`src/design/cpu_pkg.sv`:
```
`default_nettype none

package cpu_pkg;

    localparam int data_w = 32;
    localparam int addr_w = 12;
    localparam int reg_count = 16;
    localparam int reg_addr_w = $clog2(reg_count);
    localparam int shift_w = $clog2(data_w);
    localparam int mem_words = 1 << addr_w;

    typedef enum logic [3:0] {
        op_nop = 4'b0000,
        op_ld  = 4'b0001,
        op_str = 4'b0010,
        op_bra = 4'b0011,
        op_xor = 4'b0100,
        op_add = 4'b0101,
        op_rot = 4'b0110,
        op_shf = 4'b0111,
        op_hlt = 4'b1000,
        op_cmp = 4'b1001
    } opcode_t; // 1010..1111 run as nop

    typedef enum logic [3:0] {
        c_always   = 4'd0,
        c_parity   = 4'd1,
        c_even     = 4'd2,
        c_carry    = 4'd3,
        c_negative = 4'd4,
        c_zero     = 4'd5,
        c_nocarry  = 4'd6,
        c_positive = 4'd7
    } cond_t; // 8..15 never branch

    typedef enum logic [2:0] {
        st_fetch,
        st_decode,
        st_execute,
        st_memory,
        st_writeback
    } stage_t;

    typedef struct packed {
        opcode_t           opcode;
        logic [3:0]        mode; // condition for bra
        logic [addr_w-1:0] imm;  // low bits also source reg
        logic [addr_w-1:0] dst;  // dest reg, str address, branch target
    } instr_t;

    typedef struct packed {
        logic zero;
        logic negative;
        logic even;
        logic parity;
        logic carry;
    } flags_t;

    typedef struct packed {
        logic              en;
        logic              write;
        logic [addr_w-1:0] addr;
        logic [data_w-1:0] wdata;
    } mem_req_t;

    typedef struct packed {
        logic              en;
        logic [addr_w-1:0] addr;
        logic [data_w-1:0] data;
    } mem_load_t;

endpackage

`default_nettype wire

```
`src/design/alu.sv`:
```
`timescale 1ns/10ps
`default_nettype none

module alu (
    input  cpu_pkg::opcode_t            op,
    input  logic [cpu_pkg::data_w-1:0]  a,
    input  logic [cpu_pkg::data_w-1:0]  b,
    output logic [cpu_pkg::data_w-1:0]  result,
    output logic                        carry
);

    logic [cpu_pkg::data_w:0]       sum;
    logic [2*cpu_pkg::data_w-1:0]   rot_wide;
    logic [cpu_pkg::shift_w-1:0]    shamt;

    assign shamt = b[cpu_pkg::shift_w-1:0];
    assign sum = {1'b0, a} + {1'b0, b};
    assign rot_wide = {a, a} << shamt; // upper half is the rotated word

    always_comb
    begin
        carry = 1'b0;
        case (op)
            cpu_pkg::op_xor: result = a ^ b;
            cpu_pkg::op_add:
            begin
                result = sum[cpu_pkg::data_w-1:0];
                carry = sum[cpu_pkg::data_w];
            end
            cpu_pkg::op_rot: result = rot_wide[2*cpu_pkg::data_w-1 -: cpu_pkg::data_w];
            cpu_pkg::op_shf: result = a << shamt;
            cpu_pkg::op_cmp: result = -a; // two's complement
            default:         result = '0;
        endcase
    end

endmodule

`default_nettype wire

```
`config.mk`:
```
export PLATFORM = sky130hd
export DESIGN_NAME = alu
export DESIGN_NICKNAME = d
export VERILOG_FILES = /design/src/design/cpu_pkg.sv /design/src/design/alu.sv
export SDC_FILE = /design/constraint.sdc
export NUM_CORES = 1
export LEC_CHECK = 0
export CORE_ASPECT_RATIO = 1.4
export CORE_UTILIZATION = 40
export DETAILED_ROUTE_END_ITERATION = 6
export DONT_BUFFER_PORTS = 1
export PLACE_DENSITY_LB_ADDON = 0.2
export SLEW_MARGIN = 20
export SYNTH_ARGS = -nofsm -noshare
export SYNTH_HDL_FRONTEND = slang
export SYNTH_SLANG_ARGS = --single-unit
```
`constraint.sdc`:
```
create_clock -name vclk -period 3.5
set_input_delay 0.525 -clock vclk [all_inputs]
set_output_delay 0.525 -clock vclk [all_outputs]
set_load 0.05 [all_outputs]
```
==> flow_summary.toml <==
[setup_path]
cp_slowest_cell = "mux2i_1"
path_cells = "ha_4 -> inv_2 -> fa_2 -> nor2b_2 -> o211ai_1 -> a31oi_1 -> o22ai_2 -> o31ai_4 -> a222oi_1 -> a31oi_1 -> mux2i_1 -> o221ai_4 -> buf_12"
cp-start-kind = "input port"
path_class = "input port to primary output"
end_kind = "primary output"
cp.arrival_ns = 3.03
required_ns = 2.97
path_max_fanout = 39
slowest_delay_ns = 0.36
crit_top_cell = "a31oi_1"

[logic_synthesis]
yosys.area.top_type = "mux4_2"
avgSynthCellArea_um2 = 6.75
netlist_area_mm2 = 0.00528
syn-num-nets = 884
synth_top_area_share_pct = 8.97
ys_top_cells_by_area = "mux4_2 (9.0%), ha_1 (8.1%), nand2_1 (7.8%), mux2i_1 (7.8%), a21oi_1 (6.5%)"
syn_inst = 781
ys_warn_count = 0
synth.distinct_cells = 67
ys_seq_area_share_pct = 0

[grt]
grt_pass1_wl_um = 35800
grt_max_degree = 54
grt_usage_pct = 34.2
grt_overflow = 0
grt_antenna_before_repair = 0
grt_pass1_vias = 6179

[finish]
antenna_cells = 0
syn_to_final_growth_pct = 20.5
fill_cells = 1281
nClkBuffers = 0
fin_nets = 910
layout-drive-gt1-share_pct = 22.7
final_cells = 958
regArea_um2 = 0
nFlopsAndLatches = 0

[sta]
fin_crit_sh_pct = 102
maxSlewHeadroom_pct = 31.4
max_freq_mhz = 281
setup_viol = 1
timing.final.ws_setup_ns = -0.0544
hold_viol_final = 0
tightestPinTransition_ns = 1.03
rsz0062_at_grt = "true"
period_needed_ns = 3.55
slew_violations = 0

[detailed_routing]
drt_iter0_markers = 591
routed-via-count = 6539
dr.pass1.iters = 5
wl_per_cell_um = 25.1
drc = 0
viasPerCell = 6.83
antenna_left = 0
wirelength_um = 24000

[floorplanning]
die_w_um = 99.1
start_util_pct = 41.0
fp.dieH_um = 138
dieArea_mm2 = 0.0137
num_rows = 49
ios = 101
coreArea_mm2 = 0.0129

[power_and_ir_drop]
leakagePower_nw = 2.51
p_per_area_mw_per_mm2 = 179
total_power_w = 0.00114
ir_drop_mv = 0.104

[outcome]
violations = "setup timing"
status = "finished, violations left"

[clock_network]
ctsHoldBuffers = 0

[placement]
gp_congestion = 0.966
dpl.hpwl_um = 19100
io_buffers = 0
dp_cells = 953

[job]
maxCapViolCount = 0

[hold_path]
hp-class = "input port to primary output"
[final timing paths]
check	slack (ns)	depth (start not counted)	start	end
worst max-delay path	-0.05	13	b[0]	result[28]
worst min-delay path	1.39	1	b[3]	result[4]
[stage by stage]
step / hold WS [ns] / setup WS (ns) / setup TNS, ns / utilization, % / cell area [um2]
after detailed placement: 1.39 / -0.147 / -0.478 / 48.0 / 6180
after global placement: 1.39 / -0.141 / -0.341 / 48.0 / 6180
after global routing: 1.39 / -0.154 / -0.371 / 49.4 / 6360
after CTS: 1.39 / -0.0226 / -0.0226 / 48.3 / 6220
final: 1.39 / -0.0544 / -0.0544 / 49.4 / 6360
after floorplan: 1.43 / -0.112 / -0.158 / - / 5540
[power breakdown]
group	switching, W	total, W	internal (W)
clock network	0	0	0
registers	0	0	0
logic	0.000664	0.00114	0.000477
[worst max-delay path, delay by kind of cell]
family | cells | cell delay [ns]
buf+inv | 2 | 0.20
mux | 1 | 0.36
simple gates | 1 | 0.14
fa+ha+maj | 2 | 0.45
compound gates | 7 | 1.33
[layout make-up]
class	instances	area, um2	share of cell area, %
inverter	19	71.3	1.12
timing repair buffer	85	754	11.9
tap	153	191	3.01
multi-input combinational	701	5340	84.0
[cell families (layout without fill, tap and decap cells)]
| logic type | Yosys count | after routing | synth area share, % |
|---|---|---|---|
| compound gates | 262 | 262 | 32.4 |
| xor+xnor | 47 | 47 | 7.80 |
| fa+ha+maj | 35 | 35 | 8.44 |
| buf+inv | 80 | 104 | 6.07 |
| mux | 76 | 76 | 19.7 |
| simple gates | 281 | 281 | 25.5 |
[repair_timing]
action	in CTS	in global routing
setup endpoints to repair	5	10
pin swaps	6	11
buffers inserted	1	4
resized for setup	8	20
[metal layers]
metal	up-vias	GRT usage, %	wire length (um)
li1	3004	-	-
met3	46	1.86	1400
met5	-	0	0
met4	0	12.3	922
met2	327	60.9	11900
met1	3162	43.9	9790
[cells in the mapped netlist (8+ instances only)]
cell type and count:
a221oi_1 10, nor2_1 69, a21o_1 19, nand2_1 110, nand3_1 16, o211ai_1 10, nor4_1 9, a21oi_1 69
a31oi_1 15, xor2_1 23, inv_1 19, mux4_2 21, nor3_1 16, ha_1 34, o221ai_1 8, mux2i_1 41
xnor2_1 24, mux2_2 14, clkbuf_1 48, o22ai_1 12, o21ai_0 57
[cell usage in the layout (no fill, tap or decap), drive strengths merged, types with 5 or more instances in the layout]
| cell | synthesis | routed |
|---|---|---|
| mux2 | 14 | 14 |
| nand2 | 111 | 111 |
| o31ai | 5 | 5 |
| xor2 | 23 | 23 |
| a31oi | 15 | 15 |
| o221ai | 8 | 8 |
| a211oi | 7 | 7 |
| o21ai | 59 | 59 |
| a21o | 19 | 19 |
| o21a | 5 | 5 |
| a221o | 5 | 5 |
| nand3 | 16 | 16 |
| o211ai | 10 | 10 |
| nand4 | 7 | 7 |
| nor2 | 69 | 69 |
| nor2b | 7 | 7 |
| nor3 | 18 | 18 |
| or3 | 7 | 7 |
| a32oi | 6 | 6 |
| xnor2 | 24 | 24 |
| nor4 | 11 | 11 |
| a21oi | 69 | 69 |
| mux4 | 21 | 21 |
| or2 | 6 | 6 |
| buf | 13 | 85 |
| and2 | 5 | 5 |
| ha | 34 | 34 |
| nand2b | 6 | 6 |
| mux2i | 41 | 41 |
| a222oi | 7 | 7 |
| inv | 19 | 19 |
| and3 | 6 | 6 |
| a221oi | 10 | 10 |
| o22ai | 12 | 12 |
Power figures use the tool's default switching activity.
