`src/design/cpu_pkg.sv`:
```
`default_nettype none

package cpu_pkg;

    localparam int data_w = 32;
    localparam int addr_w = 12;
    localparam int reg_count = 16;
    localparam int reg_addr_w = $clog2(reg_count);
    localparam int shift_w = $clog2(data_w);
    localparam int mem_words = 1 << addr_w;

    typedef enum logic [3:0] {
        op_nop = 4'b0000,
        op_ld  = 4'b0001,
        op_str = 4'b0010,
        op_bra = 4'b0011,
        op_xor = 4'b0100,
        op_add = 4'b0101,
        op_rot = 4'b0110,
        op_shf = 4'b0111,
        op_hlt = 4'b1000,
        op_cmp = 4'b1001
    } opcode_t; // 1010..1111 run as nop

    typedef enum logic [3:0] {
        c_always   = 4'd0,
        c_parity   = 4'd1,
        c_even     = 4'd2,
        c_carry    = 4'd3,
        c_negative = 4'd4,
        c_zero     = 4'd5,
        c_nocarry  = 4'd6,
        c_positive = 4'd7
    } cond_t; // 8..15 never branch

    typedef enum logic [2:0] {
        st_fetch,
        st_decode,
        st_execute,
        st_memory,
        st_writeback
    } stage_t;

    typedef struct packed {
        opcode_t           opcode;
        logic [3:0]        mode; // condition for bra
        logic [addr_w-1:0] imm;  // low bits also source reg
        logic [addr_w-1:0] dst;  // dest reg, str address, branch target
    } instr_t;

    typedef struct packed {
        logic zero;
        logic negative;
        logic even;
        logic parity;
        logic carry;
    } flags_t;

    typedef struct packed {
        logic              en;
        logic              write;
        logic [addr_w-1:0] addr;
        logic [data_w-1:0] wdata;
    } mem_req_t;

    typedef struct packed {
        logic              en;
        logic [addr_w-1:0] addr;
        logic [data_w-1:0] data;
    } mem_load_t;

endpackage

`default_nettype wire

```
`src/design/psr.sv`:
```
`timescale 1ns/10ps
`default_nettype none

module psr (
    input  logic                        clk,
    input  logic                        reset,
    input  logic                        load,
    input  logic [cpu_pkg::data_w-1:0]  result,
    input  logic                        carry,
    output cpu_pkg::flags_t             flags
);

    cpu_pkg::flags_t next_flags;

    always_comb
    begin
        next_flags.zero = (result == '0);
        next_flags.negative = result[cpu_pkg::data_w-1];
        next_flags.even = ~result[0];
        next_flags.parity = ^result; // set on odd parity
        next_flags.carry = carry;
    end

    always_ff @(posedge clk)
    begin
        if (reset)
            flags <= '0;
        else if (load)
            flags <= next_flags;
    end

endmodule

`default_nettype wire

```
`config.mk`:
```
export PLATFORM = sky130hd
export DESIGN_NAME = psr
export DESIGN_NICKNAME = d
export VERILOG_FILES = /design/src/design/cpu_pkg.sv /design/src/design/psr.sv
export SDC_FILE = /design/constraint.sdc
export NUM_CORES = 1
export LEC_CHECK = 0
export CAP_MARGIN = 10
export CORE_AREA = 2 2 39 41
export CTS_BUF_LIST = sky130_fd_sc_hd__clkbuf_4 sky130_fd_sc_hd__clkbuf_8 sky130_fd_sc_hd__clkbuf_16
export DETAILED_ROUTE_END_ITERATION = 6
export DIE_AREA = 0 0 41 43
export DONT_BUFFER_PORTS = 1
export GPL_TIMING_DRIVEN = 0
export PLACE_DENSITY = 0.69
export SYNTH_ARGS = -nofsm -noshare
export SYNTH_HDL_FRONTEND = slang
export SYNTH_SLANG_ARGS = --single-unit
```
`constraint.sdc`:
```
create_clock -name clk -period 2 [get_ports clk]
set_clock_uncertainty 0.1 [all_clocks]
set_input_delay 0.1 -clock clk [delete_from_list [all_inputs] [get_ports clk]]
set_output_delay 0.1 -clock clk [all_outputs]
set_load 0.01 [all_outputs]
```
==> results of run 1 <==
[path summary, 6_finish.rpt]
path | from | to | slack (ps) | depth (start not counted)
max | result[18] | flags[1]$_SDFFE_PP0P_ | 790 | 7
min | load | flags[2]$_SDFFE_PP0P_ | 190 | 3
max reg2reg | flags[4]$_SDFFE_PP0P_ | flags[4]$_SDFFE_PP0P_ | 1170 | 2
min reg2reg | flags[2]$_SDFFE_PP0P_ | flags[2]$_SDFFE_PP0P_ | 420 | 2
[power groups by stage]
stage / Combinational, uW / Sequential [uW] / Clock (uW)
2_1_floorplan: 189 / 126 / 0
3_3_place_gp: 209 / 128 / 0
5_1_grt: 242 / 128 / 140
6_report: 216 / 126 / 127
3_5_place_dp: 211 / 128 / 0
4_1_cts: 221 / 126 / 135
[critical path, delay by kind of cell]
family / cells / cell delay (ps)
compound gates: 1 / 210
xor+xnor: 4 / 640
fa+ha+maj: 1 / 300
buf+inv: 1 / 20
[area by class of cell]
class,instances,area [um2]
flip-flops and latches,5,100.1
inverters,32,120.1
clock buffers,4,30.03
multi-input cells,46,430.4
plain buffers,1,3.754
repair buffers,4,40.04
fillers,137,639.4
well taps,16,20.02
[through the flow]
stage	total power (uW)	utilization [%]	cell area (um2)
final	469.7	53.80	744.5
after global routing	510.0	53.80	744.5
after CTS	482.9	53.80	744.5
after detailed placement	339.5	48.73	674.4
after global placement	336.8	48.73	674.4
after floorplan	315.1	-	654.4
[cell families (layout without fill, tap and decap cells)]
kind of cell	Yosys count	in the layout	synth area share [%]
AO/OA/AOI/OAI	3	3	4.206
XOR/XNOR	15	15	20.08
multiplexers	2	2	3.059
flip-flops	5	5	15.30
AND/OR/NAND/NOR	10	10	7.840
buffers and inverters	33	41	18.93
adder cells (fa/ha/maj)	16	16	30.59
[Yosys cell counts, drive strengths merged]
| master | instances | area share, % |
|---|---|---|
| nand4 | 4 | 3.8 |
| mux2i | 2 | 3.1 |
| xnor2 | 13 | 17 |
| clkbuf | 1 | 0.57 |
| nor2 | 5 | 2.9 |
| inv | 32 | 18 |
| ha | 16 | 31 |
| a211oi | 3 | 4.2 |
| xor2 | 2 | 2.7 |
| dfxtp | 5 | 15 |
| or4 | 1 | 1.1 |
[metal layers]
| metal | routed length [um] | part of all wire (%) |
|---|---|---|
| met5 | 0 | 0 |
| met2 | 533 | 53 |
| met1 | 415 | 41 |
| met4 | 0 | 0 |
| met3 | 65 | 6.4 |
==> flow_summary_export.csv, run 1 <==
group,metric,value,unit
finish,insertedDiodeCount,0,
floorplanning,initial_core_util,47.29,%
floorplanning,ios,41,
finish,largestRegisters,"flags (5)",
yosys,synth_nets,136,
setup_path,start_kind,"input pin",
clock_network,clk_path_buf_depth,2,
power,combPwrFrac,46.0,%
timing,setup-violations-final,0,
job,cap_violations,0,
timing,rsz0062_at_grt,"false",
finish,layout_commonest_cell,"inv_1",
finish,area_growth,13.77,%
timing,whs,191.4,ps
routing,avgViaCountPerCell,4.676,
power,p_per_area,630.9,nW/um2
power,p_clk_share,27.1,%
grt,busiest_layer,"met2",
timing,finalSetupTns,0,ps
yosys,ys_ff_latch,5,
timing,slew_violations,0,
yosys,ys_warn_count,0,
clock_network,root_buffer,"clkbuf_4",
grt,grt_pass1_vias,486,
power,swShare,31.72,%
timing,fin_crit_sh,60.68,%
place,portBuffers,0,
routing,dr_total_vias,505,
power,p_int,320.7,uW
yosys,syn_avg_cell_area,7.790,um2
power,p_leak,0.0004340,uW
place,pre_cts_slack,533.0,ps
finish,largest_register_ffs,5,
finish,regMostFlops,"flags",
grt,grtUsageMet3,0,%
finish,final_cells,108,
timing,fin_crit,1214,ps
routing,postRouteWirelength,1015,um
clock_network,cts_tree,"done",
clock_network,cts.sinks,5,
clock_network,htree_levels,1,
setup_path,cp_data_required_time,2060,ps
place,place.gp.congestion,0.7113,
grt,grt_pass1_wl,1600,um
finish,fin_nets,145,
routing,first_pass_iters,2,
setup_path,crit_path_cell_trace,"inv_1 -> ha_1 -> xnor2_1 -> xnor2_1 -> xnor2_1 -> xnor2_1 -> a211oi_2",
grt,grt.total_usage,12.99,%
clock_network,cts-resized-gates,0,
finish,layout_common_cells,"inv_1 (32), ha_1 (16), xnor2_1 (13), nor2_1 (5), dfxtp_1 (5)",
floorplanning,row_count,14,
clock_network,cts_buffers,3,
yosys,synth_cells,84,
routing,drc,0,
setup_path,end_kind,"flip-flop",
floorplanning,core_area,1384,um2
power,seqPwrFrac,26.9,%
setup_path,worst_path_max_delay_cell,"ha_1",
floorplanning,dieArea,1763,um2
clock_network,cts_hold_buffers,4,
grt,use_met2,23.44,%
timing,relSlewSlack,74.50,%
power,p_sw,149.0,uW
floorplanning,die_h,43,um
grt,use_met1,13.61,%
grt,grt_antenna_before_repair,0,
yosys,ys_seq_area_share,15.30,%
timing,clock.fmax,824.0,MHz
floorplanning,die_w,41,um
timing,tightest_slew,382.5,ps
finish,drive_above_1_share,5.435,%
setup_path,cp.arrival,1270,ps
hold_path,hold_path.class,"in2reg",
grt,gr-total-overflow,0,
clock_network,clk_pin_slew_worst_paths,40,ps
setup_path,path_max_fanout,1,
yosys,ys_types,12,
setup_path,crit_type,"in2reg",
yosys,syn-cell-area,654.4,um2
run_status,status,"completed",
routing,initialDrtViolationCount,1,
timing,layout_setup_ws,786.4,ps
setup_path,path_common_cell,"xnor2_1",
grt,grt_max_degree,9,
clock_network,clk_latency,240,ps
place,dp_cells,100,
routing,wl_per_cell,9.398,um
place,dp_hpwl,932.2,um
timing,hold_violations,0,
power,ir_drop,0.0002578,V
clock_network,post-cts-setup-buffers,0,
setup_path,slowest_delay,300,ps
routing,antenna_left,0,
(Power assumes the default switching activity.)
==> inputs of run 2 (changes only) <==
--- a/config.mk
+++ b/config.mk
@@ -12,7 +12,7 @@
 export DIE_AREA = 0 0 41 43
 export DONT_BUFFER_PORTS = 1
 export GPL_TIMING_DRIVEN = 0
-export PLACE_DENSITY = 0.69
+export PLACE_DENSITY = 0.72
 export SYNTH_ARGS = -nofsm -noshare
 export SYNTH_HDL_FRONTEND = slang
 export SYNTH_SLANG_ARGS = --single-unit
==> constraint.sdc (replaced) <==
create_clock -name clk -period 1.1 [get_ports clk]
set_clock_uncertainty 0.1 [all_clocks]
set_input_delay 0.055 -clock clk [delete_from_list [all_inputs] [get_ports clk]]
set_output_delay 0.055 -clock clk [all_outputs]
set_load 0.01 [all_outputs]
==> flow_summary_export.csv, run 2 (synthesis gave the netlist of run 1 again) <==
group,metric,value,unit
floorplanning,die_h,43,um
power,p_per_area,950.2,nW/um2
setup_path,path_max_fanout,1,
setup_path,cp_data_required_time,1110,ps
setup_path,path_common_cell,"xnor2_1",
place,place.gp.congestion,0.6457,
timing,hold_violations,0,
hold_path,hold_depth,5,
hold_path,hold_start,"result[0]",
floorplanning,core_area,1384,um2
grt,grt_max_degree,9,
grt,grt_pass1_vias,567,
floorplanning,dieArea,1763,um2
routing,avgViaCountPerCell,4.926,
clock_network,cts_buffers,3,
setup_path,start_kind,"input pin",
setup_path,r2r_slack,250,ps
clock_network,cts.sinks,5,
setup_path,cp.arrival,1050,ps
grt,grt_pass1_wl,1945,um
finish,fin_nets,145,
power,p_leak,0.0004460,uW
setup_path,worst-r2r-cell-count,2,
setup_path,slowest_delay,230,ps
timing,slew_violations,0,
setup_path,cp_top_family,"XOR/XNOR gates",
grt,grt_antenna_before_repair,0,
finish,multi_input_area,683.2,um2
routing,dr_total_vias,532,
finish,layout_commonest_cell,"inv_2",
finish,insertedDiodeCount,0,
place,dp_cells,100,
power,ir_drop,0.0004467,V
routing,antenna_left,0,
finish,regMostFlops,"flags",
grt,gr-total-overflow,0,
finish,largest_register_ffs,5,
timing,fin_crit,1034,ps
clock_network,root_buffer,"clkbuf_4",
clock_network,htree_levels,1,
place,portBuffers,0,
finish,drive_above_1_share,65.22,%
timing,tightest_slew,406.8,ps
routing,postRouteWirelength,1261,um
timing,finalSetupTns,0,ps
finish,largestRegisters,"flags (5)",
setup_path,r2r_end,"flags[1]$_SDFFE_PP0P_",
routing,wl_per_cell,11.68,um
hold_path,hold_path.class,"in2reg",
routing,initialDrtViolationCount,1,
setup_path,end_kind,"flip-flop",
routing,drc,0,
finish,seqCellArea,100.1,um2
job,cap_violations,0,
finish,final_area,1070,um2
setup_path,crit_type,"in2reg",
setup_path,worst_path_max_delay_cell,"ha_4",
power,total_power,1016,uW
setup_path,critPathBufInv,1,
clock_network,clk_latency,240,ps
floorplanning,row_count,14,
finish,layout_common_cells,"inv_2 (17), ha_4 (16), inv_4 (7), xnor2_1 (7), xnor2_2 (6)",
finish,area_growth,63.48,%
grt,grt.total_usage,16.20,%
finish,final_util,77.31,%
floorplanning,ios,41,
setup_path,crit_path_cell_trace,"inv_2 -> ha_4 -> xnor2_2 -> xnor2_1 -> xnor2_1 -> xnor2_1 -> a211oi_2",
clock_network,clk_path_buf_depth,2,
finish,final_cells,108,
run_status,status,"completed",
setup_path,r2r_start,"flags[1]$_SDFFE_PP0P_",
routing,first_pass_iters,4,
timing,relSlewSlack,72.88,%
timing,setup-violations-final,0,
timing,clock.fmax,966.9,MHz
floorplanning,die_w,41,um
timing,fin_crit_sh,94.03,%
clock_network,cts_tree,"done",
place,placed_area,992.2,um2
clock_network,clk_pin_slew_worst_paths,50,ps
floorplanning,initial_core_util,47.29,%
place,dp_hpwl,1110,um
hold_path,hold-path-endpoint,"flags[4]$_SDFFE_PP0P_",
finish,fillers,100,
timing,rsz0062_at_grt,"false",
[run 2: cell counts in the layout (fill, tap and decap cells not counted)]
Identical to the previous run, type by type.
[run 2: layer usage]
metal | vias to the layer above | GRT usage, % | part of all wire (%)
li1 | 268 | - | -
met1 | 244 | 13.27 | 32
met2 | 20 | 32.50 | 63
met3 | 0 | 2.094 | 4.9
met4 | 0 | 8.000 | 0
met5 | - | 0 | 0
[run 2: per-stage QoR]
step	setup slack, ps	hold slack, ps
finish	65.72	135.8
global route	13.70	142.6
CTS	38.43	139.9
detailed placement	-210.4	28.06
global placement	-187.1	21.13
floorplan	-117.5	19.65
[run 2: tightest hold or removal path, cell delays in order]
cell and delay (ps):
inv_2 20, ha_4 140, nand4_1 50, or4_1 100, a211oi_1 60
[run 2: final cells by class]
cell class	instances	share of cell area, %
plain buffers	1	0.3509
repair buffers	4	3.743
well taps	16	1.871
flip-flops and latches	5	9.357
inverters	32	18.01
clock buffers	4	2.807
multi-input cells	46	63.86
[run 2: what timing repair did]
action,CTS,global route
gates resized for setup,0,1
hold endpoints to repair,5,0
setup buffers,0,0
endpoints found under the setup margin,0,1
hold buffers,4,0
[run 2: worst max path at each step]
| stage | cells past startpoint | endpoint | slack, ps | startpoint |
|---|---|---|---|---|
| 3_3_place_gp | 7 | flags[1]$_SDFFE_PP0P_ | -190 | result[12] |
| 2_1_floorplan | 7 | flags[1]$_SDFFE_PP0P_ | -120 | result[8] |
| 4_1_cts | 7 | flags[1]$_SDFFE_PP0P_ | 40 | result[12] |
| 5_1_grt | 7 | flags[1]$_SDFFE_PP0P_ | 10 | result[17] |
| 3_5_place_dp | 7 | flags[1]$_SDFFE_PP0P_ | -210 | result[12] |
| 6_report | 7 | flags[1]$_SDFFE_PP0P_ | 70 | result[15] |
[run 2: power by group]
group          internal (uW)  leakage (uW)  switching (uW)  total [uW]
Clock                    162     0.0000184            75.3         237
Sequential               205     0.0000414            27.3         232
Combinational            323      0.000386             224         547
Total                    690      0.000446             327        1020
==> inputs of run 3 (changes only) <==
--- a/config.mk
+++ b/config.mk
@@ -5,14 +5,15 @@
 export SDC_FILE = /design/constraint.sdc
 export NUM_CORES = 1
 export LEC_CHECK = 0
+export ABC_AREA = 1
 export CAP_MARGIN = 10
-export CORE_AREA = 2 2 39 41
+export CORE_MARGIN = 2
+export CORE_UTILIZATION = 56
 export CTS_BUF_LIST = sky130_fd_sc_hd__clkbuf_4 sky130_fd_sc_hd__clkbuf_8 sky130_fd_sc_hd__clkbuf_16
 export DETAILED_ROUTE_END_ITERATION = 6
-export DIE_AREA = 0 0 41 43
 export DONT_BUFFER_PORTS = 1
 export GPL_TIMING_DRIVEN = 0
-export PLACE_DENSITY = 0.72
+export PLACE_DENSITY = 0.79
 export SYNTH_ARGS = -nofsm -noshare
 export SYNTH_HDL_FRONTEND = slang
 export SYNTH_SLANG_ARGS = --single-unit
==> flow_summary_export.csv, run 3 <==
group,metric,value,unit
hold_path,hold_start,"result[11]",
hold_path,hold_depth,6,
floorplanning,dieArea,2083,um2
timing,relSlewSlack,86.03,%
clock_network,root_buffer,"clkbuf_4",
routing,dr_total_vias,1092,
yosys,async_flop_share,0,%
grt,gr-total-overflow,0,
clock_network,clk_path_buf_depth,2,
hold_path,hold-path-endpoint,"flags[4]$_SDFFE_PP0P_",
yosys,synthTopCellsByArea,"nand2_1 (28%), inv_1 (21%), ha_1 (21%)",
floorplanning,die_h,45.64,um
timing,finalSetupTns,0,ps
power,p_int,645.2,uW
place,place.gp.congestion,0.7186,
yosys,syn_avg_cell_area,5.165,um2
yosys,synth.most_common_cell,"nand2_1",
routing,drc,0,
setup_path,cp.arrival,1160,ps
finish,final_cells,216,
yosys,synth_edf_count,0,
timing,hold_violations,0,
setup_path,r2r_start,"flags[3]$_SDFFE_PP0P_",
yosys,synth.largest_area_cell,"nand2_1",
routing,avgViaCountPerCell,5.056,
timing,fin_crit_sh,97.63,%
yosys,yosysTopAreaCellShare,28.22,%
yosys,ys_top_cells_by_count,"nand2_1 (73), inv_1 (55), nor2_1 (17)",
yosys,ys_warn_count,0,
setup_path,crit_type,"in2reg",
finish,multi_input_area,873.3,um2
finish,insertedDiodeCount,0,
clock_network,cts.sinks,5,
setup_path,start_kind,"input pin",
clock_network,clk_pin_slew_worst_paths,50,ps
clock_network,htree_levels,1,
yosys,ys.flop_type,"dfxtp_1",
floorplanning,initial_core_util,58.13,%
floorplanning,row_count,15,
routing,first_pass_iters,4,
finish,layout_commonest_cell,"nand2_1",
setup_path,r2r_end,"flags[3]$_SDFFE_PP0P_",
finish,area_growth,35.82,%
yosys,synth_nets,240,
finish,seqCellArea,100.1,um2
grt,grt_pass1_vias,1001,
place,portBuffers,0,
timing,fin_crit,1074,ps
finish,largestRegisters,"flags (5)",
hold_path,hold_path.class,"in2reg",
job,cap_violations,0,
timing,slew_violations,0,
finish,drive_above_1_share,36.18,%
power,ir_drop,0.0004932,V
finish,largest_register_ffs,5,
finish,regMostFlops,"flags",
setup_path,end_kind,"flip-flop",
clock_network,clk_latency,250,ps
power,swShare,41.93,%
grt,grt.total_usage,23.03,%
grt,grt_max_degree,10,
setup_path,worst-r2r-cell-count,2,
routing,antenna_left,0,
yosys,ys_seq_area_share,10.31,%
clock_network,cts_tree,"done",
clock_network,cts_buffers,3,
routing,wl_per_cell,10.39,um
floorplanning,die_w,45.64,um
setup_path,r2r_slack,290,ps
timing,whs,125.6,ps
power,p_leak,0.0007677,uW
routing,initialDrtViolationCount,10,
timing,setup-violations-final,0,
place,dp_cells,205,
yosys,synth_cells,188,
setup_path,cp_data_required_time,1180,ps
power,p_sw,465.9,uW
power,p_per_area,842.5,nW/um2
finish,fillers,127,
grt,grt_antenna_before_repair,0,
finish,fin_nets,252,
timing,clock.fmax,931.1,MHz
floorplanning,core_area,1670,um2
power,seqPwrFrac,18.7,%
power,p_clk_share,22.3,%
routing,postRouteWirelength,2245,um
setup_path,path_max_fanout,5,
power,combPwrFrac,58.9,%
grt,grt_pass1_wl,3491,um
run_status,status,"completed",
place,dp_hpwl,1926,um
yosys,ys_types,15,
finish,layout_common_cells,"nand2_1 (64), inv_2 (34), inv_1 (24), ha_4 (16), nor2_1 (15)",
floorplanning,ios,41,
yosys,ys_ff_latch,5,
timing,tightest_slew,208.8,ps
yosys,syn-cell-area,970.9,um2
run 3: through the flow:
stage          utilization (%)  area, um2  setup slack (ps)  total power [uW]
2_1_floorplan                -       1191             3.199             732.8
3_3_place_gp             72.58       1212            -56.84             795.2
3_5_place_dp             72.58       1212            -137.2             832.0
4_1_cts                  77.38       1292             15.24              1105
5_1_grt                  78.95       1319            -7.660              1237
6_report                 78.95       1319             26.04              1111
run 3: repair_timing:
action	4_1_cts	5_1_grt
setup endpoints to repair	0	2
endpoints found under the hold margin	5	0
resized for setup	0	4
setup buffers	0	2
hold buffers	5	0
run 3: how the worst max path moves through the flow:
stage	to	from	slack, ps
3_5_place_dp	flags[1]$_SDFFE_PP0P_	result[26]	-140
2_1_floorplan	flags[1]$_SDFFE_PP0P_	result[16]	3
6_report	flags[4]$_SDFFE_PP0P_	load	30
4_1_cts	flags[4]$_SDFFE_PP0P_	load	20
5_1_grt	flags[0]$_SDFFE_PP0P_	load	-8
3_3_place_gp	flags[1]$_SDFFE_PP0P_	result[7]	-60
run 3: power by group through the flow:
stage / Combinational [uW] / Clock (uW) / Sequential [uW]
after floorplan: 525 / 0 / 208
after global placement: 585 / 0 / 210
after detailed placement: 621 / 0 / 211
after CTS: 643 / 255 / 208
after global routing: 756 / 273 / 208
final: 655 / 248 / 208
run 3: routing by layer:
metal / part of all wire [%] / GRT usage, % / wire [um] / vias up
met4: 2.4 / 12.35 / 55 / 0
met5: 0 / 0 / 0 / -
li1: - / - / - / 564
met1: 39 / 21.38 / 872 / 476
met2: 51 / 46.48 / 1134 / 45
met3: 8.2 / 3.175 / 183 / 7
run 3: worst max-delay path, stage by stage:
cell and delay (ps):
dlygate4sd3_1 550, buf_6 110, nand4_1 70, nor3_1 190
nand2_1 70, a21oi_1 110
run 3: logic make-up after synthesis:
group / share of synthesized area, %
adders and majority gates: 20.62
and+or+nand+nor: 42.40
DFF: 10.31
AOI/OAI and AO/OA: 2.577
buffers and inverters: 23.20
xor gates and xnor gates: 0.9022
run 3: final cells by class:
| cell class | instances | share of cell area (%) |
|---|---|---|
| inverters | 58 | 16.51 |
| flip-flops and latches | 5 | 7.590 |
| repair buffers | 7 | 4.934 |
| well taps | 17 | 1.613 |
| multi-input cells | 124 | 66.22 |
| clock buffers | 4 | 2.277 |
| plain buffers | 1 | 0.8539 |
