<file path="src/design/cpu_pkg.sv">
`default_nettype none

package cpu_pkg;

    localparam int data_w = 32;
    localparam int addr_w = 12;
    localparam int reg_count = 16;
    localparam int reg_addr_w = $clog2(reg_count);
    localparam int shift_w = $clog2(data_w);
    localparam int mem_words = 1 << addr_w;

    typedef enum logic [3:0] {
        op_nop = 4'b0000,
        op_ld  = 4'b0001,
        op_str = 4'b0010,
        op_bra = 4'b0011,
        op_xor = 4'b0100,
        op_add = 4'b0101,
        op_rot = 4'b0110,
        op_shf = 4'b0111,
        op_hlt = 4'b1000,
        op_cmp = 4'b1001
    } opcode_t; // 1010..1111 run as nop

    typedef enum logic [3:0] {
        c_always   = 4'd0,
        c_parity   = 4'd1,
        c_even     = 4'd2,
        c_carry    = 4'd3,
        c_negative = 4'd4,
        c_zero     = 4'd5,
        c_nocarry  = 4'd6,
        c_positive = 4'd7
    } cond_t; // 8..15 never branch

    typedef enum logic [2:0] {
        st_fetch,
        st_decode,
        st_execute,
        st_memory,
        st_writeback
    } stage_t;

    typedef struct packed {
        opcode_t           opcode;
        logic [3:0]        mode; // condition for bra
        logic [addr_w-1:0] imm;  // low bits also source reg
        logic [addr_w-1:0] dst;  // dest reg, str address, branch target
    } instr_t;

    typedef struct packed {
        logic zero;
        logic negative;
        logic even;
        logic parity;
        logic carry;
    } flags_t;

    typedef struct packed {
        logic              en;
        logic              write;
        logic [addr_w-1:0] addr;
        logic [data_w-1:0] wdata;
    } mem_req_t;

    typedef struct packed {
        logic              en;
        logic [addr_w-1:0] addr;
        logic [data_w-1:0] data;
    } mem_load_t;

endpackage

`default_nettype wire

</file>
<file path="src/design/cpu_control.sv">
`timescale 1ns/10ps
`default_nettype none

module cpu_control (
    input  logic                            clk,
    input  logic                            reset,
    input  logic                            run,
    input  logic [cpu_pkg::data_w-1:0]      rdata,
    input  cpu_pkg::flags_t                 flags,
    input  logic [cpu_pkg::data_w-1:0]      rd_data_a,
    input  logic [cpu_pkg::data_w-1:0]      rd_data_b,
    input  logic [cpu_pkg::data_w-1:0]      alu_result,
    input  logic                            alu_carry,
    output cpu_pkg::mem_req_t               mem_req,
    output logic [cpu_pkg::reg_addr_w-1:0]  rd_addr_a,
    output logic [cpu_pkg::reg_addr_w-1:0]  rd_addr_b,
    output logic                            wr_en,
    output logic [cpu_pkg::reg_addr_w-1:0]  wr_addr,
    output logic [cpu_pkg::data_w-1:0]      wr_data,
    output cpu_pkg::opcode_t                alu_op,
    output logic [cpu_pkg::data_w-1:0]      operand1,
    output logic [cpu_pkg::data_w-1:0]      operand2,
    output logic                            flags_load,
    output logic [cpu_pkg::data_w-1:0]      flag_result,
    output logic                            flag_carry,
    output logic                            halted
);

    cpu_pkg::stage_t                stage;
    cpu_pkg::instr_t                ir;
    logic [cpu_pkg::addr_w-1:0]     pc;
    logic [cpu_pkg::addr_w-1:0]     next_pc;
    logic [cpu_pkg::addr_w-1:0]     addr_q;
    logic [cpu_pkg::data_w-1:0]     op1_q;
    logic [cpu_pkg::data_w-1:0]     op2_q;
    logic [cpu_pkg::data_w-1:0]     result_q;
    logic                           take_q;
    logic                           active;
    logic                           alu_instr;
    logic                           store_now;
    logic                           cond_true;

    assign active = run && !halted;
    assign alu_instr = ir.opcode inside {cpu_pkg::op_xor, cpu_pkg::op_add, cpu_pkg::op_rot,
                                         cpu_pkg::op_shf, cpu_pkg::op_cmp};

    always_comb
    begin
        case (cpu_pkg::cond_t'(ir.mode))
            cpu_pkg::c_always:   cond_true = 1'b1;
            cpu_pkg::c_parity:   cond_true = flags.parity;
            cpu_pkg::c_even:     cond_true = flags.even;
            cpu_pkg::c_carry:    cond_true = flags.carry;
            cpu_pkg::c_negative: cond_true = flags.negative;
            cpu_pkg::c_zero:     cond_true = flags.zero;
            cpu_pkg::c_nocarry:  cond_true = !flags.carry;
            cpu_pkg::c_positive: cond_true = !flags.negative && !flags.zero;
            default:             cond_true = 1'b0;
        endcase
    end

    assign next_pc = take_q ? ir.dst : pc + 1'b1;

    // register file and alu hookup
    assign rd_addr_a = ir.imm[cpu_pkg::reg_addr_w-1:0];
    assign rd_addr_b = ir.dst[cpu_pkg::reg_addr_w-1:0];
    assign alu_op = ir.opcode;
    assign operand1 = op1_q;
    assign operand2 = op2_q;
    assign flags_load = active && (stage == cpu_pkg::st_execute) && alu_instr;
    assign flag_result = alu_result;
    assign flag_carry = alu_carry;

    assign wr_en = active && (stage == cpu_pkg::st_writeback)
                   && (alu_instr || ir.opcode == cpu_pkg::op_ld);
    assign wr_addr = ir.dst[cpu_pkg::reg_addr_w-1:0];
    assign wr_data = (ir.opcode == cpu_pkg::op_ld) ? rdata : result_q;

    // str writes straight from the execute stage
    assign store_now = active && (stage == cpu_pkg::st_execute)
                       && (ir.opcode == cpu_pkg::op_str);
    assign mem_req.en = store_now;
    assign mem_req.write = store_now;
    assign mem_req.addr = store_now ? ir.dst : addr_q;
    assign mem_req.wdata = op1_q;

    always_ff @(posedge clk)
    begin
        if (reset)
        begin
            stage <= cpu_pkg::st_fetch;
            pc <= '0;
            addr_q <= '0;
            take_q <= 1'b0;
            halted <= 1'b0;
        end
        else if (active)
        begin
            case (stage)
                cpu_pkg::st_fetch: stage <= cpu_pkg::st_decode;
                cpu_pkg::st_decode: stage <= cpu_pkg::st_execute;
                cpu_pkg::st_execute:
                begin
                    stage <= cpu_pkg::st_memory;
                    take_q <= (ir.opcode == cpu_pkg::op_bra) && cond_true;
                    if (ir.opcode == cpu_pkg::op_ld)
                        addr_q <= ir.imm; // load address
                    if (ir.opcode == cpu_pkg::op_hlt)
                        halted <= 1'b1;
                end
                cpu_pkg::st_memory:
                begin
                    stage <= cpu_pkg::st_writeback;
                    pc <= next_pc;
                    addr_q <= next_pc; // ready for the next fetch
                end
                default: stage <= cpu_pkg::st_fetch;
            endcase
        end
    end

    always_ff @(posedge clk)
    begin
        if (active)
        begin
            case (stage)
                cpu_pkg::st_fetch: ir <= cpu_pkg::instr_t'(rdata);
                cpu_pkg::st_decode:
                begin
                    op1_q <= ir.mode[3] ? cpu_pkg::data_w'(ir.imm) : rd_data_a;
                    op2_q <= ir.mode[2] ? '0 : rd_data_b;
                end
                cpu_pkg::st_execute: result_q <= alu_result;
                default: ;
            endcase
        end
    end

    a_store_in_execute: assert property (@(posedge clk) disable iff (reset)
        (mem_req.en && mem_req.write) |=> stage == cpu_pkg::st_memory && !mem_req.write);

    a_stage_legal: assert property (@(posedge clk) disable iff (reset)
        stage inside {cpu_pkg::st_fetch, cpu_pkg::st_decode, cpu_pkg::st_execute,
                      cpu_pkg::st_memory, cpu_pkg::st_writeback});

endmodule

`default_nettype wire

</file>
<file path="config.mk">
export PLATFORM = sky130hd
export DESIGN_NAME = cpu_control
export DESIGN_NICKNAME = d
export VERILOG_FILES = /design/src/design/cpu_pkg.sv /design/src/design/cpu_control.sv
export SDC_FILE = /design/constraint.sdc
export NUM_CORES = 1
export LEC_CHECK = 0
export BUFFER_PORTS_ARGS = -buffer_cell sky130_fd_sc_hd__buf_2
export CAP_MARGIN = 0
export CORE_MARGIN = 3
export CORE_UTILIZATION = 43
export CTS_CLUSTER_SIZE = 25
export DETAILED_ROUTE_END_ITERATION = 10
export HOLD_SLACK_MARGIN = 0.12
export PLACE_DENSITY = 0.88
export SLEW_MARGIN = 40
export SYNTH_ARGS = -nofsm -noshare
export SYNTH_HDL_FRONTEND = slang
export SYNTH_SLANG_ARGS = --single-unit
</file>
<file path="constraint.sdc">
create_clock -name clk -period 5.77 [get_ports clk]
set_input_delay 0.577 -clock clk [delete_from_list [all_inputs] [get_ports clk]]
set_output_delay 0.577 -clock clk [all_outputs]
set_load 0.05 [all_outputs]
</file>
==> impl_metrics.json, run 1 <==
{
  "vias_per_cell": 4.979,
  "syn_avg_cell_area_um2": 12.96,
  "clock_sinks": 157,
  "p_leak_nw": 3.759,
  "cts_root_buffer": "clkbuf_16",
  "r2r-start": "alu_op[1]",
  "worstPathRequired_ns": 5.19,
  "drive_above_1_share": 0.5306,
  "port_buffers": 328,
  "synth_nets": 694,
  "cpPeakStageDelay_ns": 0.76,
  "antennaDiodeCount": 0,
  "grt.total_usage": 0.2001,
  "dr.pass1.iters": 5,
  "die_x_um": 135.5,
  "power_density_mw_per_mm2": 314.5,
  "final_cell_mix": "buf_2, edfxtp_1, nor2b_1",
  "path_cells": "nor4b_4 > buf_4 > mux2_2 > buf_2",
  "synth_top_area_share": 0.5334,
  "period_share": 0.5760,
  "cts.clk_slew.worst_paths_ns": 0.07,
  "rows": 46,
  "place.detailed.hpwl_mm": 14.57,
  "cts-resized-gates": 0,
  "hold-worst-slack_ns": 0.3436,
  "clk_latency_ns": 0.42,
  "cts_tree": "yes",
  "grt_pass1_wl_mm": 27.74,
  "reg2reg_to": "addr_q[4]",
  "worst-path-max-fanout": 25,
  "tightestPinTransition_ns": 0.7853,
  "overflow": 0,
  "initial_utilization": 0.4471,
  "drc_errors": 0,
  "rrSetupSlack_ns": 3.33,
  "seq_area_frac_synth": 0.6140,
  "ys_ff_latch": 157,
  "finalSetupViolations": 0,
  "crit_path_start": "alu_op[1]",
  "die_y_um": 135.5,
  "r2r_cells": 4,
  "grt_pass1_vias": 5089,
  "max_cap_viol_count": 0,
  "crit_type": "register to primary output",
  "startpoint_type": "register",
  "critPathCapture": "wr_data[28]",
  "route.detailed.wl_per_inst_um": 18.61,
  "nFillCells": 1329,
  "syn_area_mm2": 0.007206,
  "totalWireLength_mm": 19.21,
  "irDropWorstVdd_mv": 0.2107,
  "finClkSkew_ns": 0.008035,
  "synth_area_leader_cell": "edfxtp_1",
  "fin_ws_ns": 2.446,
  "preCtsSetupSlack_ns": 2.856,
  "synth_area_leaders": "edfxtp_1, buf_4, mux2_2",
  "route.vias.total": 5138,
  "mostFrequentLayoutCell": "buf_2",
  "final_core_util": 0.5610,
  "die_area_mm2": 0.01835,
  "yosysWarningCount": 0,
  "finalMaxSlewViolations": 0,
  "final_area_mm2": 0.009041,
  "cts_buffers": 17,
  "coreArea_mm2": 0.01612,
  "h-tree-depth": 4,
  "ys_types": 52,
  "fin_crit_ns": 3.324,
  "layout.nets": 941,
  "syn2layout_area_growth_pct": 25.47,
  "clockBufferDepth": 2,
  "status": "completed",
  "antenna_found_initial": 0,
  "min_path_cells": 1,
  "arrival_ns": 2.75,
  "initialDrtViolationCount": 285,
  "max_slew_margin": 0.4759,
  "tns_ns": 0,
  "rsz0062_at_grt": "false",
  "antenna_left": 0,
  "hold_viol_final": 0,
  "hold_class": "input port to register",
  "grt_max_degree": 51,
  "gp_congestion": 0.8510,
  "post-cts-setup-buffer-count": 0,
  "io_pins": 331,
  "syn_inst": 556,
  "ctsHoldBuffers": 0,
  "slowest_stage": "nor4b_4",
  "critPathCaptureType": "primary output",
  "postPlaceCellArea_mm2": 0.008457,
  "fmax_mhz": 300.9
}
synthesized netlist by cell type, drive strengths merged:
cell type	count
a211oi	4
a21oi	23
a221oi	1
a22oi	2
a311oi	6
a31oi	4
and3	1
and3b	1
and4	1
buf	92
clkbuf	16
dfxtp	29
edfxtp	128
ha	1
inv	6
mux2	57
mux2i	2
mux4	1
nand2	36
nand2b	6
nand3	10
nand3b	2
nand4	3
nand4b	1
nor2	30
nor2b	56
nor3	4
nor3b	2
nor4	1
nor4b	2
nor4bb	1
o2111a	1
o2111ai	1
o211ai	5
o21a	2
o21ai	6
o22ai	1
o31a	1
o31ai	1
or3b	1
or4	1
xnor2	3
xor2	4
metrics by stage:
stage / instances / total power (W)
2_1_floorplan: 556 / 0.001658
3_3_place_gp: 999 / 0.001751
3_5_place_dp: 1000 / 0.001760
4_1_cts: 1032 / 0.002868
5_1_grt: 1032 / 0.002933
6_report: 1032 / 0.002844
worst min-delay path by stage:
stage | startpoint | end | slack, ns
after floorplan | addr_q[1] | addr_q[1] | 0.43
after global placement | addr_q[1] | addr_q[1] | 0.46
after detailed placement | addr_q[1] | addr_q[1] | 0.46
after CTS | alu_result[18] | result_q[18] | 0.33
after global routing | alu_result[25] | result_q[25] | 0.32
final | alu_result[25] | result_q[25] | 0.34
cell type report:
type / count / area [µm²] / area share
Tap cell: 216 / 270.3 / 0.02989
Timing Repair Buffer: 336 / 1705 / 0.1886
Sequential cell: 157 / 4425 / 0.4895
Inverter: 6 / 22.52 / 0.002491
Multi-Input combinational cell: 285 / 2034 / 0.2250
Clock buffer: 17 / 425.4 / 0.04705
Clock inverter: 15 / 157.7 / 0.01744
layer usage:
layer / global-route usage / vias to the layer above / wire (µm)
met5: 0 / - / 0
met1: 0.2445 / 2431 / 7280
met2: 0.3493 / 264 / 10200
met3: 0.04086 / 35 / 1252
li1: - / 2408 / -
met4: 0.07615 / 0 / 474
sequential cells by signal (all words and copies together), names as in the netlist:
register and flops:
pc 12, rd_addr_a 4, rd_addr_b 4, alu_op 4, addr_q 12, operand1 32
ir 20, result_q 32, operand2 32, take_q 1, stage 3, halted 1
logic make-up (layout without fill, tap and decap cells):
family                   count (synthesis)  count (layout)  synth area share
AO/OA/AOI/OAI                           58              58           0.05244
buffers and inverters                  114             374            0.1059
multiplexers                            60              60           0.09602
flip-flops                             157             157            0.6140
AND/OR/NAND/NOR                        159             159            0.1214
XOR/XNOR                                 7               7          0.008509
adder cells (fa/ha/maj)                  1               1          0.001736
report_power, final:
group | total (W) | internal [W] | switching (W)
registers | 0.00131 | 0.00128 | 0.0000322
clock network | 0.00111 | 0.000644 | 0.000466
logic | 0.000420 | 0.000115 | 0.000305
critical path: cells and delay by family, from the launching register on:
family	cells	cell delay [ns]
buffers and inverters	2	0.67
AND/OR/NAND/NOR	1	0.76
flip-flops	1	0.49
multiplexers	1	0.39
Note: power is estimated with default switching activity, not from simulation.
==> run 2: changes to the inputs <==
- CORE_UTILIZATION: 43 -> 47
- PLACE_DENSITY: 0.88 -> 0.91
- clock period: 5.77 -> 3.2 ns (I/O delays scaled with it)
==> run 2 against run 1 <==
Final cell count increased by 3.0%. Sequential cell count unchanged. Combinational power increased by 95%. Largest cell class unchanged. Non-clock buffer count increased by 63. Clock-buffer cell count increased by 1. Critical path depth increased by 2.
==> impl_metrics.json, run 2 (synthesis results as in run 1) <==
{
  "path_cells": "nor4b_2 > nand2_2 > nor2_2 > nand3_2 > mux2_4 > buf_2",
  "fmax_mhz": 331.9,
  "hold_class": "input port to register",
  "use_met3": 0.06304,
  "grt.total_usage": 0.2212,
  "max_cap_viol_count": 0,
  "pwr-share-seq": 0.449,
  "worst-path-max-fanout": 13,
  "clk_latency_ns": 0.42,
  "die_y_um": 129.8,
  "rsz0062_at_grt": "false",
  "cp_top_family": "simple AND/OR/NAND/NOR gates",
  "cts_tree": "yes",
  "coreArea_mm2": 0.01475,
  "preCtsSetupSlack_ns": 0.6730,
  "route.vias.total": 5568,
  "ctsHoldBuffers": 63,
  "cts.clk_slew.worst_paths_ns": 0.06,
  "final_cell_mix": "buf_2, edfxtp_1, dlygate4sd3_1",
  "crit_type": "register to primary output",
  "finalSetupViolations": 0,
  "io_pins": 331,
  "antenna_left": 0,
  "startpoint_type": "register",
  "grt-busiest-layer": "met2",
  "die_x_um": 129.8,
  "cp_num_buf_inv": 1,
  "layout.nets": 1004,
  "p_leak_nw": 4.028,
  "fin_crit_ns": 3.013,
  "route.detailed.wl_per_inst_um": 18.18,
  "antennaDiodeCount": 0,
  "p_clk_frac": 0.396,
  "hold_viol_final": 0,
  "finClkSkew_ns": 0.01323,
  "switching_share": 0.2775,
  "vias_per_cell": 5.238,
  "syn2layout_area_growth_pct": 34.38,
  "max_slew_margin": 0.5280,
  "die_area_mm2": 0.01685,
  "rows": 44,
  "worstPathRequired_ns": 2.88,
  "port_buffers": 328,
  "antenna_found_initial": 0,
  "switchingPower_w": 0.001465,
  "gp_congestion": 0.8337,
  "met1_usage": 0.2329,
  "met2_usage": 0.4125,
  "totalWireLength_mm": 19.33,
  "grt_max_degree": 49,
  "dr.pass1.iters": 6,
  "power_frac_comb": 0.155,
  "power_density_mw_per_mm2": 545.3,
  "clock_sinks": 157,
  "cts_buffers": 17,
  "critPathCaptureType": "primary output",
  "tns_ns": 0,
  "cpPeakStageDelay_ns": 0.47,
  "tightestPinTransition_ns": 0.7054,
  "place.detailed.hpwl_mm": 13.06,
  "arrival_ns": 2.69,
  "mostFrequentLayoutCell": "buf_2",
  "finalMaxSlewViolations": 0,
  "grt_pass1_wl_mm": 28.53,
  "period_share": 0.9416,
  "drive_above_1_share": 0.4949,
  "initialDrtViolationCount": 433,
  "initial_utilization": 0.4884,
  "slowest_stage": "mux2_4",
  "grt_pass1_vias": 5572,
  "irDropWorstVdd_mv": 0.4236,
  "clockBufferDepth": 2,
  "overflow": 0,
  "post-cts-setup-buffer-count": 0,
  "cts-resized-gates": 0,
  "drc_errors": 0,
  "fin_ws_ns": 0.1868,
  "h-tree-depth": 4,
  "status": "completed",
  "intPower_w": 0.003815,
  "cts_root_buffer": "clkbuf_16"
}
## run 2: layout make-up
| class | instances | area (µm²) |
|---|---|---|
| repair buffers | 399 | 2345 |
| multi-input cells | 285 | 2047 |
| clock inverters | 14 | 183.9 |
| fillers | 1030 | 5071 |
| inverters | 6 | 22.52 |
| flip-flops and latches | 157 | 4425 |
| well taps | 184 | 230.2 |
| clock buffers | 18 | 429.2 |
## run 2: power groups by stage
stage	logic (W)	registers, W	clock network [W]
after floorplan	0.000499	0.00249	0
after global placement	0.000735	0.00241	0
after detailed placement	0.000749	0.00241	0
after CTS	0.000811	0.00237	0.00211
after global routing	0.000860	0.00238	0.00221
final	0.000817	0.00237	0.00209
## run 2: worst paths after layout
check	cells past startpoint	slack, ns	end	startpoint
setup / recovery	6	0.19	mem_req[39]	stage[0]
hold / removal	1	0.17	ir[21]	rdata[21]
setup reg to reg	4	0.77	addr_q[3]	alu_op[1]
hold reg to reg	2	0.49	addr_q[7]	addr_q[7]
## run 2: routing by layer
metal  vias up  wire length (µm)
met2       336             10400
met5         -                 0
met3        58              1538
met1      2638              6693
met4         0               698
li1       2536                 -
## run 2: metrics by stage
step / total power (W) / std cells / instance area, µm² / hold WS (ns) / utilization
2_1_floorplan: 0.002990 / 556 / 7222 / 0.4189 / -
3_3_place_gp: 0.003146 / 968 / 8432 / 0.4592 / 0.5715
3_5_place_dp: 0.003163 / 968 / 8433 / 0.4616 / 0.5716
4_1_cts: 0.005291 / 1063 / 9677 / 0.1434 / 0.6559
5_1_grt: 0.005453 / 1063 / 9683 / 0.1411 / 0.6563
6_report: 0.005281 / 1063 / 9683 / 0.1668 / 0.6563
==> run 3: changes to the inputs <==
- PLACE_DENSITY: 0.91 -> 0.8
==> run 3 against run 2 <==
Critical path depth did not move. Sequential power barely moved. Final cell count rose by 0.19%. Critical path type unchanged. Non-clock buffer count rose by 2. Sequential cell count did not move.
==> impl_metrics.json, run 3 (synthesis results as in run 1) <==
{
  "power_density_mw_per_mm2": 541.2,
  "die_area_mm2": 0.01685,
  "fmax_mhz": 355.5,
  "post-cts-setup-buffer-count": 0,
  "io_pins": 331,
  "cts.clk_slew.worst_paths_ns": 0.06,
  "mostFrequentLayoutCell": "buf_2",
  "dr.pass1.iters": 4,
  "grt_pass1_wl_mm": 29.99,
  "hold_class": "input port to register",
  "drc_errors": 0,
  "layout.nets": 1006,
  "cpPeakStageDelay_ns": 0.42,
  "fin_crit_ns": 2.813,
  "cp_top_family": "simple AND/OR/NAND/NOR gates",
  "tightestPinTransition_ns": 0.7768,
  "cts_tree": "yes",
  "period_share": 0.8790,
  "max_slew_margin": 0.4821,
  "irDropWorstVdd_mv": 0.4112,
  "status": "completed",
  "rsz0062_at_grt": "false",
  "slowest_stage": "dfxtp_1",
  "worst-path-max-fanout": 13,
  "startpoint_type": "register",
  "totalWireLength_mm": 20.91,
  "worstPathRequired_ns": 2.88,
  "final_core_util": 0.6543,
  "initialDrtViolationCount": 321,
  "coreArea_mm2": 0.01475,
  "antenna_left": 0,
  "port_buffers": 328,
  "syn2layout_area_growth_pct": 33.98,
  "power_w": 0.005225,
  "final_cell_mix": "buf_2, edfxtp_1, dlygate4sd3_1",
  "path_cells": "nor4b_2 > nand2_2 > nor2_2 > nand3_2 > mux2_2 > buf_2",
  "cts_root_buffer": "clkbuf_16",
  "antenna_found_initial": 1,
  "nFillCells": 1077,
  "initial_utilization": 0.4884,
  "gp_congestion": 0.8304,
  "regArea_mm2": 0.004424,
  "grt_pass1_vias": 5425,
  "multi_input_area_mm2": 0.002041,
  "die_x_um": 129.8,
  "clk_latency_ns": 0.42,
  "route.vias.total": 5518,
  "finalMaxSlewViolations": 0,
  "cts-resized-gates": 0,
  "grt.total_usage": 0.2365,
  "vias_per_cell": 5.181,
  "overflow": 0,
  "preCtsSetupSlack_ns": 0.8144,
  "hold_viol_final": 0,
  "p_leak_nw": 4.023,
  "fin_ws_ns": 0.3872,
  "ctsHoldBuffers": 62,
  "die_y_um": 129.8,
  "antennaDiodeCount": 0,
  "tns_ns": 0,
  "finClkSkew_ns": 0.01178,
  "arrival_ns": 2.49,
  "critPathCaptureType": "primary output",
  "cp_num_buf_inv": 1,
  "crit_type": "register to primary output",
  "route.detailed.wl_per_inst_um": 19.63,
  "rows": 44,
  "grt_max_degree": 54,
  "h-tree-depth": 4,
  "max_cap_viol_count": 0,
  "place.detailed.hpwl_mm": 14.49,
  "cts_buffers": 17,
  "drive_above_1_share": 0.4904,
  "clockBufferDepth": 2,
  "finalSetupViolations": 0,
  "clock_sinks": 157
}
run 3: cell types whose count changed in the layout (fill, tap and decap cells not counted):
| cell | previous run | this run |
|---|---|---|
| clkbuf_1 | 1 | 5 |
| buf_4 | 7 | 10 |
| clkinv_4 | 3 | 1 |
| inv_8 | 2 | 0 |
| buf_12 | 1 | 0 |
| buf_8 | 0 | 1 |
| clkinv_2 | 0 | 1 |
| dfxtp_1 | 28 | 29 |
| dfxtp_2 | 1 | 0 |
| dlygate4sd3_1 | 63 | 62 |
| inv_6 | 3 | 2 |
| o2111ai_1 | 0 | 1 |
| o2111ai_2 | 1 | 0 |
run 3: area by class of cell:
type                            count  area share
Clock buffer                       22     0.04601
Clock inverter                     10     0.01452
Inverter                            6    0.002333
Multi-Input combinational cell    285      0.2114
Sequential cell                   157      0.4583
Tap cell                          184     0.02385
Timing Repair Buffer              401      0.2436
run 3: per-stage QoR:
stage | cells | hold WS (ns) | area, µm²
floorplan | 556 | 0.4189 | 7222
global placement | 970 | 0.4625 | 8434
detailed placement | 970 | 0.4680 | 8434
CTS | 1064 | 0.1207 | 9639
global route | 1065 | 0.1210 | 9654
finish | 1065 | 0.1304 | 9654
run 3: path summary, 6_finish.rpt:
check / start / to / slack (ns) / cells after the start
setup reg to reg: alu_op[1] / addr_q[6] / 0.94 / 5
hold reg to reg: addr_q[1] / addr_q[1] / 0.46 / 2
setup / recovery: stage[0] / mem_req[33] / 0.39 / 6
hold / removal: rdata[22] / ir[22] / 0.13 / 1
run 3: layer usage:
| metal | vias to the layer above | share of wire | track usage |
|---|---|---|---|
| met5 | - | 0.00062 | 0 |
| met4 | 2 | 0.027 | 0.08374 |
| met3 | 42 | 0.066 | 0.05526 |
| met2 | 254 | 0.51 | 0.3885 |
| met1 | 2691 | 0.39 | 0.3094 |
| li1 | 2529 | - | - |
run 3: worst register-to-register path, stage by stage, from the launching register on:
cell and delay, ns:
edfxtp_1 0.52, nor4b_4 0.34, buf_4 0.30, o2111a_1 0.64, nor2_1 0.10, a311oi_1 0.27
run 3: where the power goes:
part / internal [W] / switching (W) / leakage (nW)
clock network: 0.00123 / 0.000795 / 0.277
registers: 0.00231 / 0.0000678 / 1.42
logic: 0.000258 / 0.000562 / 2.32
total: 0.00380 / 0.00142 / 4.02
